===== config.mk =====
export PLATFORM = sky130hd
export DESIGN_NAME = spi_bus_master
export DESIGN_NICKNAME = d
export VERILOG_FILES = /design/src/ids_pkg.sv /design/src/spi_bus_master.sv
export VERILOG_INCLUDE_DIRS = /design/src /design/src/src
export SDC_FILE = /design/constraint.sdc
export NUM_CORES = 1
export LEC_CHECK = 0
export BUFFER_PORTS_ARGS = -buffer_cell sky130_fd_sc_hd__buf_2
export CAP_MARGIN = 40
export CELL_PAD_IN_SITES_DETAIL_PLACEMENT = 0
export CELL_PAD_IN_SITES_GLOBAL_PLACEMENT = 1
export CORE_MARGIN = 2
export CORE_UTILIZATION = 41
export DETAILED_ROUTE_END_ITERATION = 12
export MAX_ROUTING_LAYER = met4
export PLACE_DENSITY = 0.82
export SLEW_MARGIN = 0
export SYNTH_ARGS = -nofsm -noshare
export SYNTH_HDL_FRONTEND = slang
export SYNTH_SLANG_ARGS = --single-unit

===== constraint.sdc =====
create_clock -name i_clk -period 3.94 [get_ports i_clk]
set_input_delay 0.788 -clock i_clk [delete_from_list [all_inputs] [get_ports i_clk]]
set_output_delay 0.788 -clock i_clk [all_outputs]
set_load 0.02 [all_outputs]

===== src/ids_macros.svh =====
`ifndef IDS_MACROS_SVH
`define IDS_MACROS_SVH

// Clocking and UART bit timing
`define IDS_CLOCK_FREQ      1_843_200
`define IDS_BAUD_RATE       115_200
`define IDS_CLKS_PER_BIT    (`IDS_CLOCK_FREQ / `IDS_BAUD_RATE)

// SRAM windows
`define IDS_IMEM_BASE       32'h4000_0000
`define IDS_DMEM_BASE       32'h4001_0000
`define IDS_BUF_BASE        32'h4002_0000

// Depths in 32-bit words
`define IDS_IMEM_DEPTH      1024
`define IDS_DMEM_DEPTH      1024
`define IDS_BUF_DEPTH       8192

// UART registers
`define IDS_UART_CTRL       32'h8000_0000
`define IDS_UART_TRANS      32'h8000_0008

// SPI frame layout
`define IDS_SPI_CMD_BITS    8
`define IDS_SPI_ADDR_BITS   32
`define IDS_SPI_DATA_BITS   32

`endif


===== src/ids_pkg.sv =====
package ids_pkg;

    // Byte address on the internal bus
    typedef logic [31:0] bus_addr_t;

    // One bus data word
    typedef logic [31:0] bus_data_t;

    // Byte enables, bit n covers bits 8n+7..8n
    typedef logic [3:0] bus_strb_t;

    // Access targets
    typedef enum logic [2:0] {
        SEL_IMEM,
        SEL_DMEM,
        SEL_BUF,
        SEL_UART,
        SEL_NONE
    } slave_sel_t;

endpackage


===== src/spi_bus_master.sv =====
`timescale 1ns/1ns
`include "ids_macros.svh"

module spi_bus_master (
    input  logic                i_clk,
    input  logic                i_rst_n,
    // SPI pins
    input  logic                i_sclk,
    input  logic                i_cs,
    input  logic                i_mosi,
    output logic                o_miso,
    // Bus side
    input  ids_pkg::bus_data_t  i_rdata,
    output logic                o_bus_stb,
    output logic                o_bus_we,
    output ids_pkg::bus_addr_t  o_bus_addr,
    output ids_pkg::bus_data_t  o_bus_wdata,
    output ids_pkg::bus_strb_t  o_bus_strb
);
    import ids_pkg::*;

    localparam int CMD_END   = `IDS_SPI_CMD_BITS;
    localparam int ADDR_END  = CMD_END + `IDS_SPI_ADDR_BITS;
    localparam int FRAME_END = ADDR_END + `IDS_SPI_DATA_BITS;
    localparam int CNT_W     = $clog2(FRAME_END + 1);

    localparam logic [CNT_W-1:0] CNT_CMD_LAST   = CNT_W'(CMD_END - 1);
    localparam logic [CNT_W-1:0] CNT_ADDR_LAST  = CNT_W'(ADDR_END - 1);
    localparam logic [CNT_W-1:0] CNT_ADDR_END   = CNT_W'(ADDR_END);
    localparam logic [CNT_W-1:0] CNT_FRAME_LAST = CNT_W'(FRAME_END - 1);
    localparam logic [CNT_W-1:0] CNT_FRAME_END  = CNT_W'(FRAME_END);

    logic [2:0]       sclk_sync;
    logic [1:0]       cs_sync;
    logic [1:0]       mosi_sync;
    logic             sclk_rise;
    logic             sclk_fall;
    logic             cs_n;
    logic             mosi;
    logic [CNT_W-1:0] bit_cnt;
    bus_data_t        shift_in;
    bus_data_t        shift_next;
    logic             rd_pend;
    logic             miso_en;
    bus_data_t        miso_shift;

    // Two-flop synchronizers, sclk gets a third stage for edge detect
    always_ff @(posedge i_clk) begin
        if (!i_rst_n) begin
            sclk_sync <= 3'b000;
            cs_sync   <= 2'b11;
            mosi_sync <= 2'b00;
        end else begin
            sclk_sync <= {sclk_sync[1:0], i_sclk};
            cs_sync   <= {cs_sync[0], i_cs};
            mosi_sync <= {mosi_sync[0], i_mosi};
        end
    end

    assign sclk_rise  = sclk_sync[1] & ~sclk_sync[2];
    assign sclk_fall  = ~sclk_sync[1] & sclk_sync[2];
    assign cs_n       = cs_sync[1];
    assign mosi       = mosi_sync[1];
    assign shift_next = {shift_in[30:0], mosi};

    // Bit counter and bus strobe
    always_ff @(posedge i_clk) begin
        if (!i_rst_n) begin
            bit_cnt   <= '0;
            o_bus_stb <= 1'b0;
            o_bus_we  <= 1'b0;
            rd_pend   <= 1'b0;
        end else begin
            o_bus_stb <= 1'b0;
            rd_pend   <= o_bus_stb & ~o_bus_we;
            if (cs_n) begin
                bit_cnt <= '0;
            end else if (sclk_rise && bit_cnt != CNT_FRAME_END) begin
                bit_cnt <= bit_cnt + 1'b1;
                if (bit_cnt == CNT_CMD_LAST) begin
                    o_bus_we <= shift_next[7];
                end
                // Reads go out once the address is in
                if (bit_cnt == CNT_ADDR_LAST && !o_bus_we) begin
                    o_bus_stb <= 1'b1;
                end
                if (bit_cnt == CNT_FRAME_LAST && o_bus_we) begin
                    o_bus_stb <= 1'b1;
                end
            end
        end
    end

    // Frame fields
    always_ff @(posedge i_clk) begin
        if (!cs_n && sclk_rise && bit_cnt != CNT_FRAME_END) begin
            shift_in <= shift_next;
            if (bit_cnt == CNT_CMD_LAST) begin
                o_bus_strb <= shift_next[3:0];
            end
            if (bit_cnt == CNT_ADDR_LAST) begin
                o_bus_addr <= shift_next;
            end
            if (bit_cnt == CNT_FRAME_LAST) begin
                o_bus_wdata <= shift_next;
            end
        end
    end

    // MISO enable covers the read data phase only
    always_ff @(posedge i_clk) begin
        if (!i_rst_n) begin
            miso_en <= 1'b0;
        end else if (cs_n) begin
            miso_en <= 1'b0;
        end else if (rd_pend) begin
            miso_en <= 1'b1;
        end else if (sclk_rise && bit_cnt == CNT_FRAME_LAST) begin
            miso_en <= 1'b0;
        end
    end

    // No shift on the falling edge ahead of the first data bit
    always_ff @(posedge i_clk) begin
        if (rd_pend) begin
            miso_shift <= i_rdata;
        end else if (sclk_fall && bit_cnt > CNT_ADDR_END) begin
            miso_shift <= {miso_shift[30:0], 1'b0};
        end
    end

    assign o_miso = miso_en & miso_shift[31];

endmodule


==> results of run 1 <==
## cells by family after synthesis
family	Yosys count	share of synthesized area, %
AO/OA/AOI/OAI	17	2.30
flip-flops	149	83.2
multiplexers	34	7.35
AND/OR/NAND/NOR	45	5.24
buffers and inverters	13	1.41
adder cells (fa/ha/maj)	2	0.485
## path summary, 6_finish.rpt
check | cells after the start | end | startpoint
max | 5 | shift_in[11]$_DFFE_PP_ | bit_cnt[0]$_SDFFE_PP0P_
min | 1 | cs_sync[1]$_SDFF_PN1_ | cs_sync[0]$_SDFF_PN1_
max reg2reg | 5 | shift_in[11]$_DFFE_PP_ | bit_cnt[0]$_SDFFE_PP0P_
min reg2reg | 1 | cs_sync[1]$_SDFF_PN1_ | cs_sync[0]$_SDFF_PN1_
## layout make-up
type                       count  area (sq um)  area share, %
clock inverter                11           131           2.03
inverter                       5          18.8          0.290
clock buffer                  21           440           6.80
tap                          168           210           3.25
sequential                   149          4290           66.3
multi-input combinational     98           815           12.6
timing repair buffer         111           566           8.73
## where the power goes
group	total, mW	switching, mW	leakage (nW)	internal, mW
Clock	1.54	0.603	0.280	0.937
Sequential	1.70	0.00257	1.50	1.70
Combinational	0.0280	0.0117	0.748	0.0163
## per-stage QoR
step	hold slack [ps]	util, %	area (sq um)	setup WS, ps	std cells
after global placement	397	48.5	5900	1780	531
final	408	53.2	6470	1710	563
after global routing	426	53.2	6470	1570	563
after floorplan	386	-	5160	180	260
after CTS	409	53.2	6470	1680	563
after detailed placement	398	48.5	5900	1680	531
## cell usage in the layout, fill, tap and decap left out, drive strengths merged, types with 2 or more instances in the layout
cell      n
a21oi     6
and2      7
and4bb    2
buf     111
bufinv    2
clkbuf   21
clkinv    8
dfxtp    18
edfxtp  131
ha        2
inv       6
mux2     31
mux2i     3
nand2     9
nand2b    5
nand3     5
nand4     2
nor2      4
nor2b     3
nor3      2
o21ai     3
o31ai     2
or3       2
or4       2
## flip-flops by register name (all words and copies together) (netlist names)
register / count
miso_shift: 32
o_bus_addr: 32
o_bus_wdata: 32
shift_in: 31
bit_cnt: 7
o_bus_strb: 4
sclk_sync: 3
cs_sync: 2
mosi_sync: 2
miso_en: 1
o_bus_stb: 1
o_bus_we: 1
rd_pend: 1
## critical path, delay by kind of cell (launching register included)
family	cells	cell delay (ps)
and+or+nand+nor	2	810
DFF	1	390
AOI/OAI and AO/OA	1	350
adders and majority gates	1	210
buffers and inverters	1	80
## routing by layer
metal | vias up | part of all wire [%]
met5 | - | 0
met1 | 1237 | 46
met3 | 14 | 7.8
met2 | 118 | 44
met4 | 0 | 1.4
li1 | 1250 | -
==> results.yml, run 1 <==
routing:
  drc: 0
  ant_nets: 0
  drt_iter0_markers: 200
  drt-wirelength-per-cell_um: 14.6
  wl_um: 8240
  vias_per_cell: 4.65
  num_vias: 2619
  dr.pass1.iters: 4
pwr:
  p_per_area_mw_per_mm2: 505
  power.total_mw: 3.27
  peakVddDrop_uv: 397
  p_leak_nw: 2.53
logic_synthesis:
  netlist_top_cells_area: "edfxtp_1 76%, dfxtp_1 7.0%, mux2_2 6.8%, and2_1 0.85%, nand2_1 0.65%"
  yosys-top-cells-count: "131 x edfxtp_1, 31 x mux2_2, 18 x dfxtp_1"
  yosys_warnings: 0
  synth_ff_type: "edfxtp_1"
  synth_area_sq_mm: 0.00516
  synth_top_area_cell: "edfxtp_1"
  synth_top_area_share_pct: 76.2
  synthArstFlopShare_pct: 0
  ys_ff_latch: 149
  synth_cells: 260
  synthesis.nets: 299
  synth_cell_types: 35
  synth_most_common_cell: "edfxtp_1"
  syn_area_per_cell_sq_um: 19.8
  ys_seq_area_share_pct: 83.2
  synth_edf_count: 131
setup_path:
  worst_path_max_delay_cell: "nor2_4"
  reg2reg_setup_slack_ps: 1710
  critPathLaunchType: "register"
  critPathKind: "register to register"
  worstSetupEndpointType: "register"
  worstPathRequired_ps: 3980
  worstPathArrival_ps: 2270
  path_max_fanout: 31
  crit_chain: "inv_1 -> ha_1 -> nor2b_1 -> a41o_1 -> nor2_4"
  crit_path_max_incr_delay_ps: 670
sta:
  setup_viol: 0
  timing.final.crit_share_pct: 56.6
  finalMaxSlewViolations: 0
  relSlewSlack_pct: 43.9
  worst_pin_slew_ps: 839
  fin_skew_ps: 7.49
  rsz0062_at_grt: "no"
  min_period_ps: 2230
  hold_viol_final: 0
  final.setup.tns_ps: 0
  max_freq_mhz: 448
clock_tree:
  clk_latency_ps: 420
  ctsHoldBuffers: 0
  cts_sinks: 149
  cts_htree_levels: 4
  cts_resized: 0
  cts_tree: "built"
  cts_made_buffers: 17
  path_clk_slew_ps: 60
  root_buffer: "clkbuf_16"
  clockBufferDepth: 2
  postCtsSetupRepairBufs: 0
global_routing:
  grt_pass1_vias: 2634
  grt_use_met1_pct: 16.8
  grt_util_met2_pct: 19.6
  use_met3_pct: 5.55
  top_usage_layer: "met2"
  antenna_found_initial: 0
  grt_pass1_wl_um: 13000
  grt_overflow: 0
  grtUsageTotal_pct: 13.5
  grt_max_degree: 36
die:
  num_io_pins: 108
  die-area_sq_mm: 0.0135
  initial_utilization_pct: 42.4
  die_h_um: 116
  rows: 40
  die_w_um: 116
  coreArea_sq_mm: 0.0122
job:
  drv_cap: 0
finish:
  drive_gt1_share_pct: 45.1
  fill_cells: 962
  area_delta_synth_final_pct: 25.5
  diodes: 0
  fin_nets: 421
placement:
  place.gp.congestion: 0.759
  dpl.hpwl_um: 5430
  portBuffers: 107
run_status:
  run_status: "completed"
min_path:
  hold_path.class: "register to register"
(Power assumes the default switching activity.)
==> inputs of run 2 (changes only) <==
==> constraint.sdc (replaced) <==
create_clock -name i_clk -period 1.99 [get_ports i_clk]
set_input_delay 0.398 -clock i_clk [delete_from_list [all_inputs] [get_ports i_clk]]
set_output_delay 0.398 -clock i_clk [all_outputs]
set_load 0.02 [all_outputs]
==> results.yml, run 2 (synthesis results as in run 1) <==
clock_tree:
  clockBufferDepth: 2
  cts_sinks: 149
  cts_htree_levels: 4
  cts_resized: 0
  path_clk_slew_ps: 60
  cts_made_buffers: 17
  ctsHoldBuffers: 0
  postCtsSetupRepairBufs: 0
  cts_tree: "built"
  clk_latency_ps: 410
  root_buffer: "clkbuf_16"
routing:
  num_vias: 2651
  drt-wirelength-per-cell_um: 15.4
  vias_per_cell: 4.71
  dr.pass1.iters: 4
  drc: 0
  drt_iter0_markers: 254
  wl_um: 8670
  ant_nets: 0
sta:
  finalMaxSlewViolations: 0
  timing.final.crit_share_pct: 87.0
  worst_pin_slew_ps: 457
  max_freq_mhz: 578
  fin_skew_ps: 6.82
  final.setup.tns_ps: 0
  rsz0062_at_grt: "no"
  min_period_ps: 1730
  setup_viol: 0
  relSlewSlack_pct: 69.5
  hold_viol_final: 0
global_routing:
  grt_pass1_vias: 2653
  grt_pass1_wl_um: 13800
  antenna_found_initial: 0
  grtUsageTotal_pct: 14.4
  grt_overflow: 0
  grt_max_degree: 33
setup_path:
  worstSetupEndpointType: "register"
  rr_worst_depth: 4
  reg2reg_setup_slack_ps: 260
  crit_chain: "and4bb_2 -> nand3_1 -> nor3_4 -> buf_12"
  crit_path_max_incr_delay_ps: 530
  path_max_fanout: 32
  reg2reg_from: "bit_cnt[2]$_SDFFE_PP0P_"
  critPathKind: "register to register"
  worstPathArrival_ps: 1830
  reg2reg_to: "o_bus_addr[17]$_DFFE_PP_"
  worst_path_max_delay_cell: "dfxtp_1"
  critPathLaunchType: "register"
  worstPathRequired_ps: 2090
finish:
  layout_commonest_cell: "edfxtp_1"
  diodes: 0
  fin_nets: 422
  area_delta_synth_final_pct: 28.4
  final_cell_mix: "131 x edfxtp_1, 107 x buf_2, 31 x mux2_2"
  utilization_pct: 54.5
  drive_gt1_share_pct: 47.3
  largestRegisters: "miso_shift: 32 flops, o_bus_addr: 32 flops, o_bus_wdata: 32 flops"
die:
  coreArea_sq_mm: 0.0122
  die_w_um: 116
  die_h_um: 116
  num_io_pins: 108
  rows: 40
  die-area_sq_mm: 0.0135
  initial_utilization_pct: 42.4
pwr:
  p_leak_nw: 2.59
  power.switching_mw: 1.23
  peakVddDrop_uv: 431
  p_seq_share_pct: 51.1
  power.total_mw: 6.58
  power_frac_comb_pct: 0.9
  switching_share_pct: 18.7
  p_per_area_mw_per_mm2: 993
  p_int_mw: 5.35
  p_clk_share_pct: 48.0
min_path:
  min-delay-start: "i_cs"
  hold_path.class: "input port to register"
  worstHoldEndpoint: "cs_sync[0]$_SDFF_PN1_"
  whs_path_depth: 2
placement:
  dpl.hpwl_um: 5740
  portBuffers: 107
  place.gp.congestion: 0.768
run_status:
  run_status: "completed"
job:
  drv_cap: 0
run 2: cell types whose count changed in the layout (fill, tap and decap cells not counted), sizes merged:
| cell | before | now |
|---|---|---|
| inv | 6 | 7 |
| clkinvlp | 0 | 2 |
| buf | 111 | 112 |
| clkbuf | 21 | 18 |
| clkinv | 8 | 6 |
| bufinv | 2 | 3 |
run 2: critical path, delay by kind of cell (launching register included):
family                 cells  cell delay [ps]
AND/OR/NAND/NOR            3              650
buffers and inverters      1              230
flip-flops                 1              530
run 2: worst max-delay path by stage:
stage | startpoint | endpoint | slack (ps) | cells past startpoint
4_1_cts | bit_cnt[2]$_SDFFE_PP0P_ | o_bus_addr[23]$_DFFE_PP_ | 250 | 4
6_report | bit_cnt[2]$_SDFFE_PP0P_ | o_bus_addr[17]$_DFFE_PP_ | 260 | 4
5_1_grt | bit_cnt[2]$_SDFFE_PP0P_ | o_bus_addr[16]$_DFFE_PP_ | 130 | 4
2_1_floorplan | bit_cnt[0]$_SDFFE_PP0P_ | o_bus_addr[0]$_DFFE_PP_ | -150 | 5
3_5_place_dp | bit_cnt[2]$_SDFFE_PP0P_ | o_bus_addr[23]$_DFFE_PP_ | 260 | 4
3_3_place_gp | bit_cnt[2]$_SDFFE_PP0P_ | o_bus_addr[23]$_DFFE_PP_ | 300 | 4
run 2: area by class of cell:
class / count / area (sq um)
fill: 959 / 5540
sequential: 149 / 4300
multi-input combinational: 98 / 871
timing repair buffer: 112 / 636
clock buffer: 18 / 429
tap: 168 / 210
clock inverter: 13 / 158
inverter: 5 / 21.3
run 2: stage by stage:
stage          cell area (sq um)  setup WS, ps  instances  hold WS (ps)
6_report                    6630           259        563           164
5_1_grt                     6630           127        563           156
4_1_cts                     6630           249        563           146
3_5_place_dp                6040           265        532           416
3_3_place_gp                6040           297        532           393
2_1_floorplan               5250          -153        260           386
run 2: layer usage:
layer | GRT usage, % | vias up | share of wire, %
met3 | 6.49 | 12 | 9.1
li1 | - | 1249 | -
met5 | - | - | 0
met1 | 17.9 | 1270 | 44
met4 | 5.24 | 0 | 1.0
met2 | 20.9 | 120 | 46
run 2: power groups by stage:
stage / sequential [mW] / clock [mW] / combinational [mW]
floorplan: 3.43 / 0 / 0.0218
global placement: 3.43 / 0 / 0.0574
detailed placement: 3.43 / 0 / 0.0598
CTS: 3.36 / 3.23 / 0.0600
global route: 3.36 / 3.36 / 0.0668
finish: 3.36 / 3.16 / 0.0591
==> inputs of run 3 (changes only) <==
==> config.mk (replaced) <==
export PLATFORM = sky130hd
export DESIGN_NAME = spi_bus_master
export DESIGN_NICKNAME = d
export VERILOG_FILES = /design/src/ids_pkg.sv /design/src/spi_bus_master.sv
export VERILOG_INCLUDE_DIRS = /design/src /design/src/src
export SDC_FILE = /design/constraint.sdc
export NUM_CORES = 1
export LEC_CHECK = 0
export CAP_MARGIN = 40
export CELL_PAD_IN_SITES_DETAIL_PLACEMENT = 1
export CELL_PAD_IN_SITES_GLOBAL_PLACEMENT = 2
export CORE_UTILIZATION = 41
export DETAILED_ROUTE_END_ITERATION = 12
export DONT_BUFFER_PORTS = 1
export MAX_ROUTING_LAYER = met4
export PLACE_DENSITY = 0.81
export SLEW_MARGIN = 0
export SYNTH_ARGS = -nofsm -noshare
export SYNTH_HDL_FRONTEND = slang
export SYNTH_SLANG_ARGS = --single-unit
==> results.yml, run 3 (synthesis results as in run 1) <==
die:
  rows: 40
  die_h_um: 114
  die_w_um: 114
  die-area_sq_mm: 0.0130
  coreArea_sq_mm: 0.0122
  num_io_pins: 108
  initial_utilization_pct: 42.4
finish:
  fin_area_sq_mm: 0.00617
  fin_nets: 315
  drive_gt1_share_pct: 27.7
  final_cell_mix: "131 x edfxtp_1, 31 x mux2_2, 17 x clkbuf_16"
  area_delta_synth_final_pct: 19.5
  layout_commonest_cell: "edfxtp_1"
  largestRegisters: "miso_shift: 32 flops, o_bus_addr: 32 flops, o_bus_wdata: 32 flops"
sta:
  rsz0062_at_grt: "no"
  fin_hold_ws_ps: 49.7
  finalMaxSlewViolations: 0
  hold_viol_final: 0
  max_freq_mhz: 569
  fin_skew_ps: 5.23
  relSlewSlack_pct: 74.0
  setup_viol: 0
  min_period_ps: 1760
  timing.final.crit_share_pct: 88.4
  worst_pin_slew_ps: 385
clock_tree:
  postCtsSetupRepairBufs: 0
  cts_sinks: 149
  root_buffer: "clkbuf_16"
  clockBufferDepth: 2
  cts_htree_levels: 4
  ctsHoldBuffers: 0
  cts_resized: 0
  cts_tree: "built"
  path_clk_slew_ps: 60
  clk_latency_ps: 420
  cts_made_buffers: 17
placement:
  place.gp.congestion: 0.767
  dpl.hpwl_um: 5220
  placed_area_sq_mm: 0.00550
  portBuffers: 0
global_routing:
  grt_util_met2_pct: 20.6
  grt_pass1_wl_um: 12700
  grt_pass1_vias: 2292
  grt_overflow: 0
  antenna_found_initial: 1
  grt_use_met1_pct: 16.5
  top_usage_layer: "met2"
  grt_max_degree: 36
  grtUsageTotal_pct: 14.1
  use_met3_pct: 6.09
setup_path:
  worstPathRequired_ps: 2100
  worstSetupEndpointType: "register"
  critPathKind: "register to register"
  worstPathArrival_ps: 1870
  critPathLaunchType: "register"
  path_max_fanout: 32
pwr:
  p_leak_nw: 2.14
  power.total_mw: 6.93
  p_per_area_mw_per_mm2: 1120
  peakVddDrop_uv: 503
routing:
  wl_um: 8210
  vias_per_cell: 4.94
  num_vias: 2261
  drt-wirelength-per-cell_um: 17.9
  dr.pass1.iters: 4
  drt_iter0_markers: 97
  drc: 0
  ant_nets: 0
min_path:
  hold_path.class: "input port to register"
run_status:
  run_status: "completed"
job:
  drv_cap: 0
run 3: cell count changes in the layout (fill, tap and decap cells not counted), sizes merged:
cell and change:
clkbuf +1, clkinvlp -2, buf -107, inv -1, diode +1, bufinv +3
run 3: layout make-up:
type                            count  area (sq um)
Clock inverter                     13           228
Inverter                            5          21.3
Sequential cell                   149          4300
Antenna cell                        1          2.50
Multi-Input combinational cell     98           871
Timing Repair Buffer                5           100
Fill cell                        1101          5990
Clock buffer                       19           433
Tap cell                          168           210
run 3: worst paths after layout:
path	end	from	cells after the start	slack, ps
worst min-delay path	cs_sync[0]$_SDFF_PN1_	i_rst_n	1	50
worst max register to register	o_bus_addr[13]$_DFFE_PP_	bit_cnt[2]$_SDFFE_PP0P_	4	230
worst max-delay path	o_bus_addr[13]$_DFFE_PP_	bit_cnt[2]$_SDFFE_PP0P_	4	230
worst min register to register	cs_sync[1]$_SDFF_PN1_	cs_sync[0]$_SDFF_PN1_	1	410
run 3: layer usage:
| layer | share of wire (%) | up-vias |
|---|---|---|
| li1 | - | 1040 |
| met1 | 42 | 1107 |
| met2 | 48 | 98 |
| met3 | 7.7 | 16 |
| met4 | 1.9 | 0 |
| met5 | 0 | - |
run 3: power breakdown:
part | internal [mW] | leakage [nW] | switching [mW]
Clock | 2.35 | 0.321 | 1.20
Combinational | 0.0100 | 0.312 | 0.0125
Sequential | 3.36 | 1.50 | 0.00544
run 3: stage by stage:
stage / worst slack (ps) / setup TNS [ps] / utilization [%] / std cells
2_1_floorplan: -153 / -9760 / - / 260
3_3_place_gp: 279 / 0 / 45.3 / 425
3_5_place_dp: 229 / 0 / 45.3 / 425
4_1_cts: 215 / 0 / 50.7 / 457
5_1_grt: 104 / 0 / 50.7 / 458
6_report: 232 / 0 / 50.7 / 458
run 3: critical path, cell delays in order, from the launching register on:
cell and delay (ps):
dfxtp_1 530, and4bb_2 310, nand3_1 140, nor3_4 220
buf_12 230
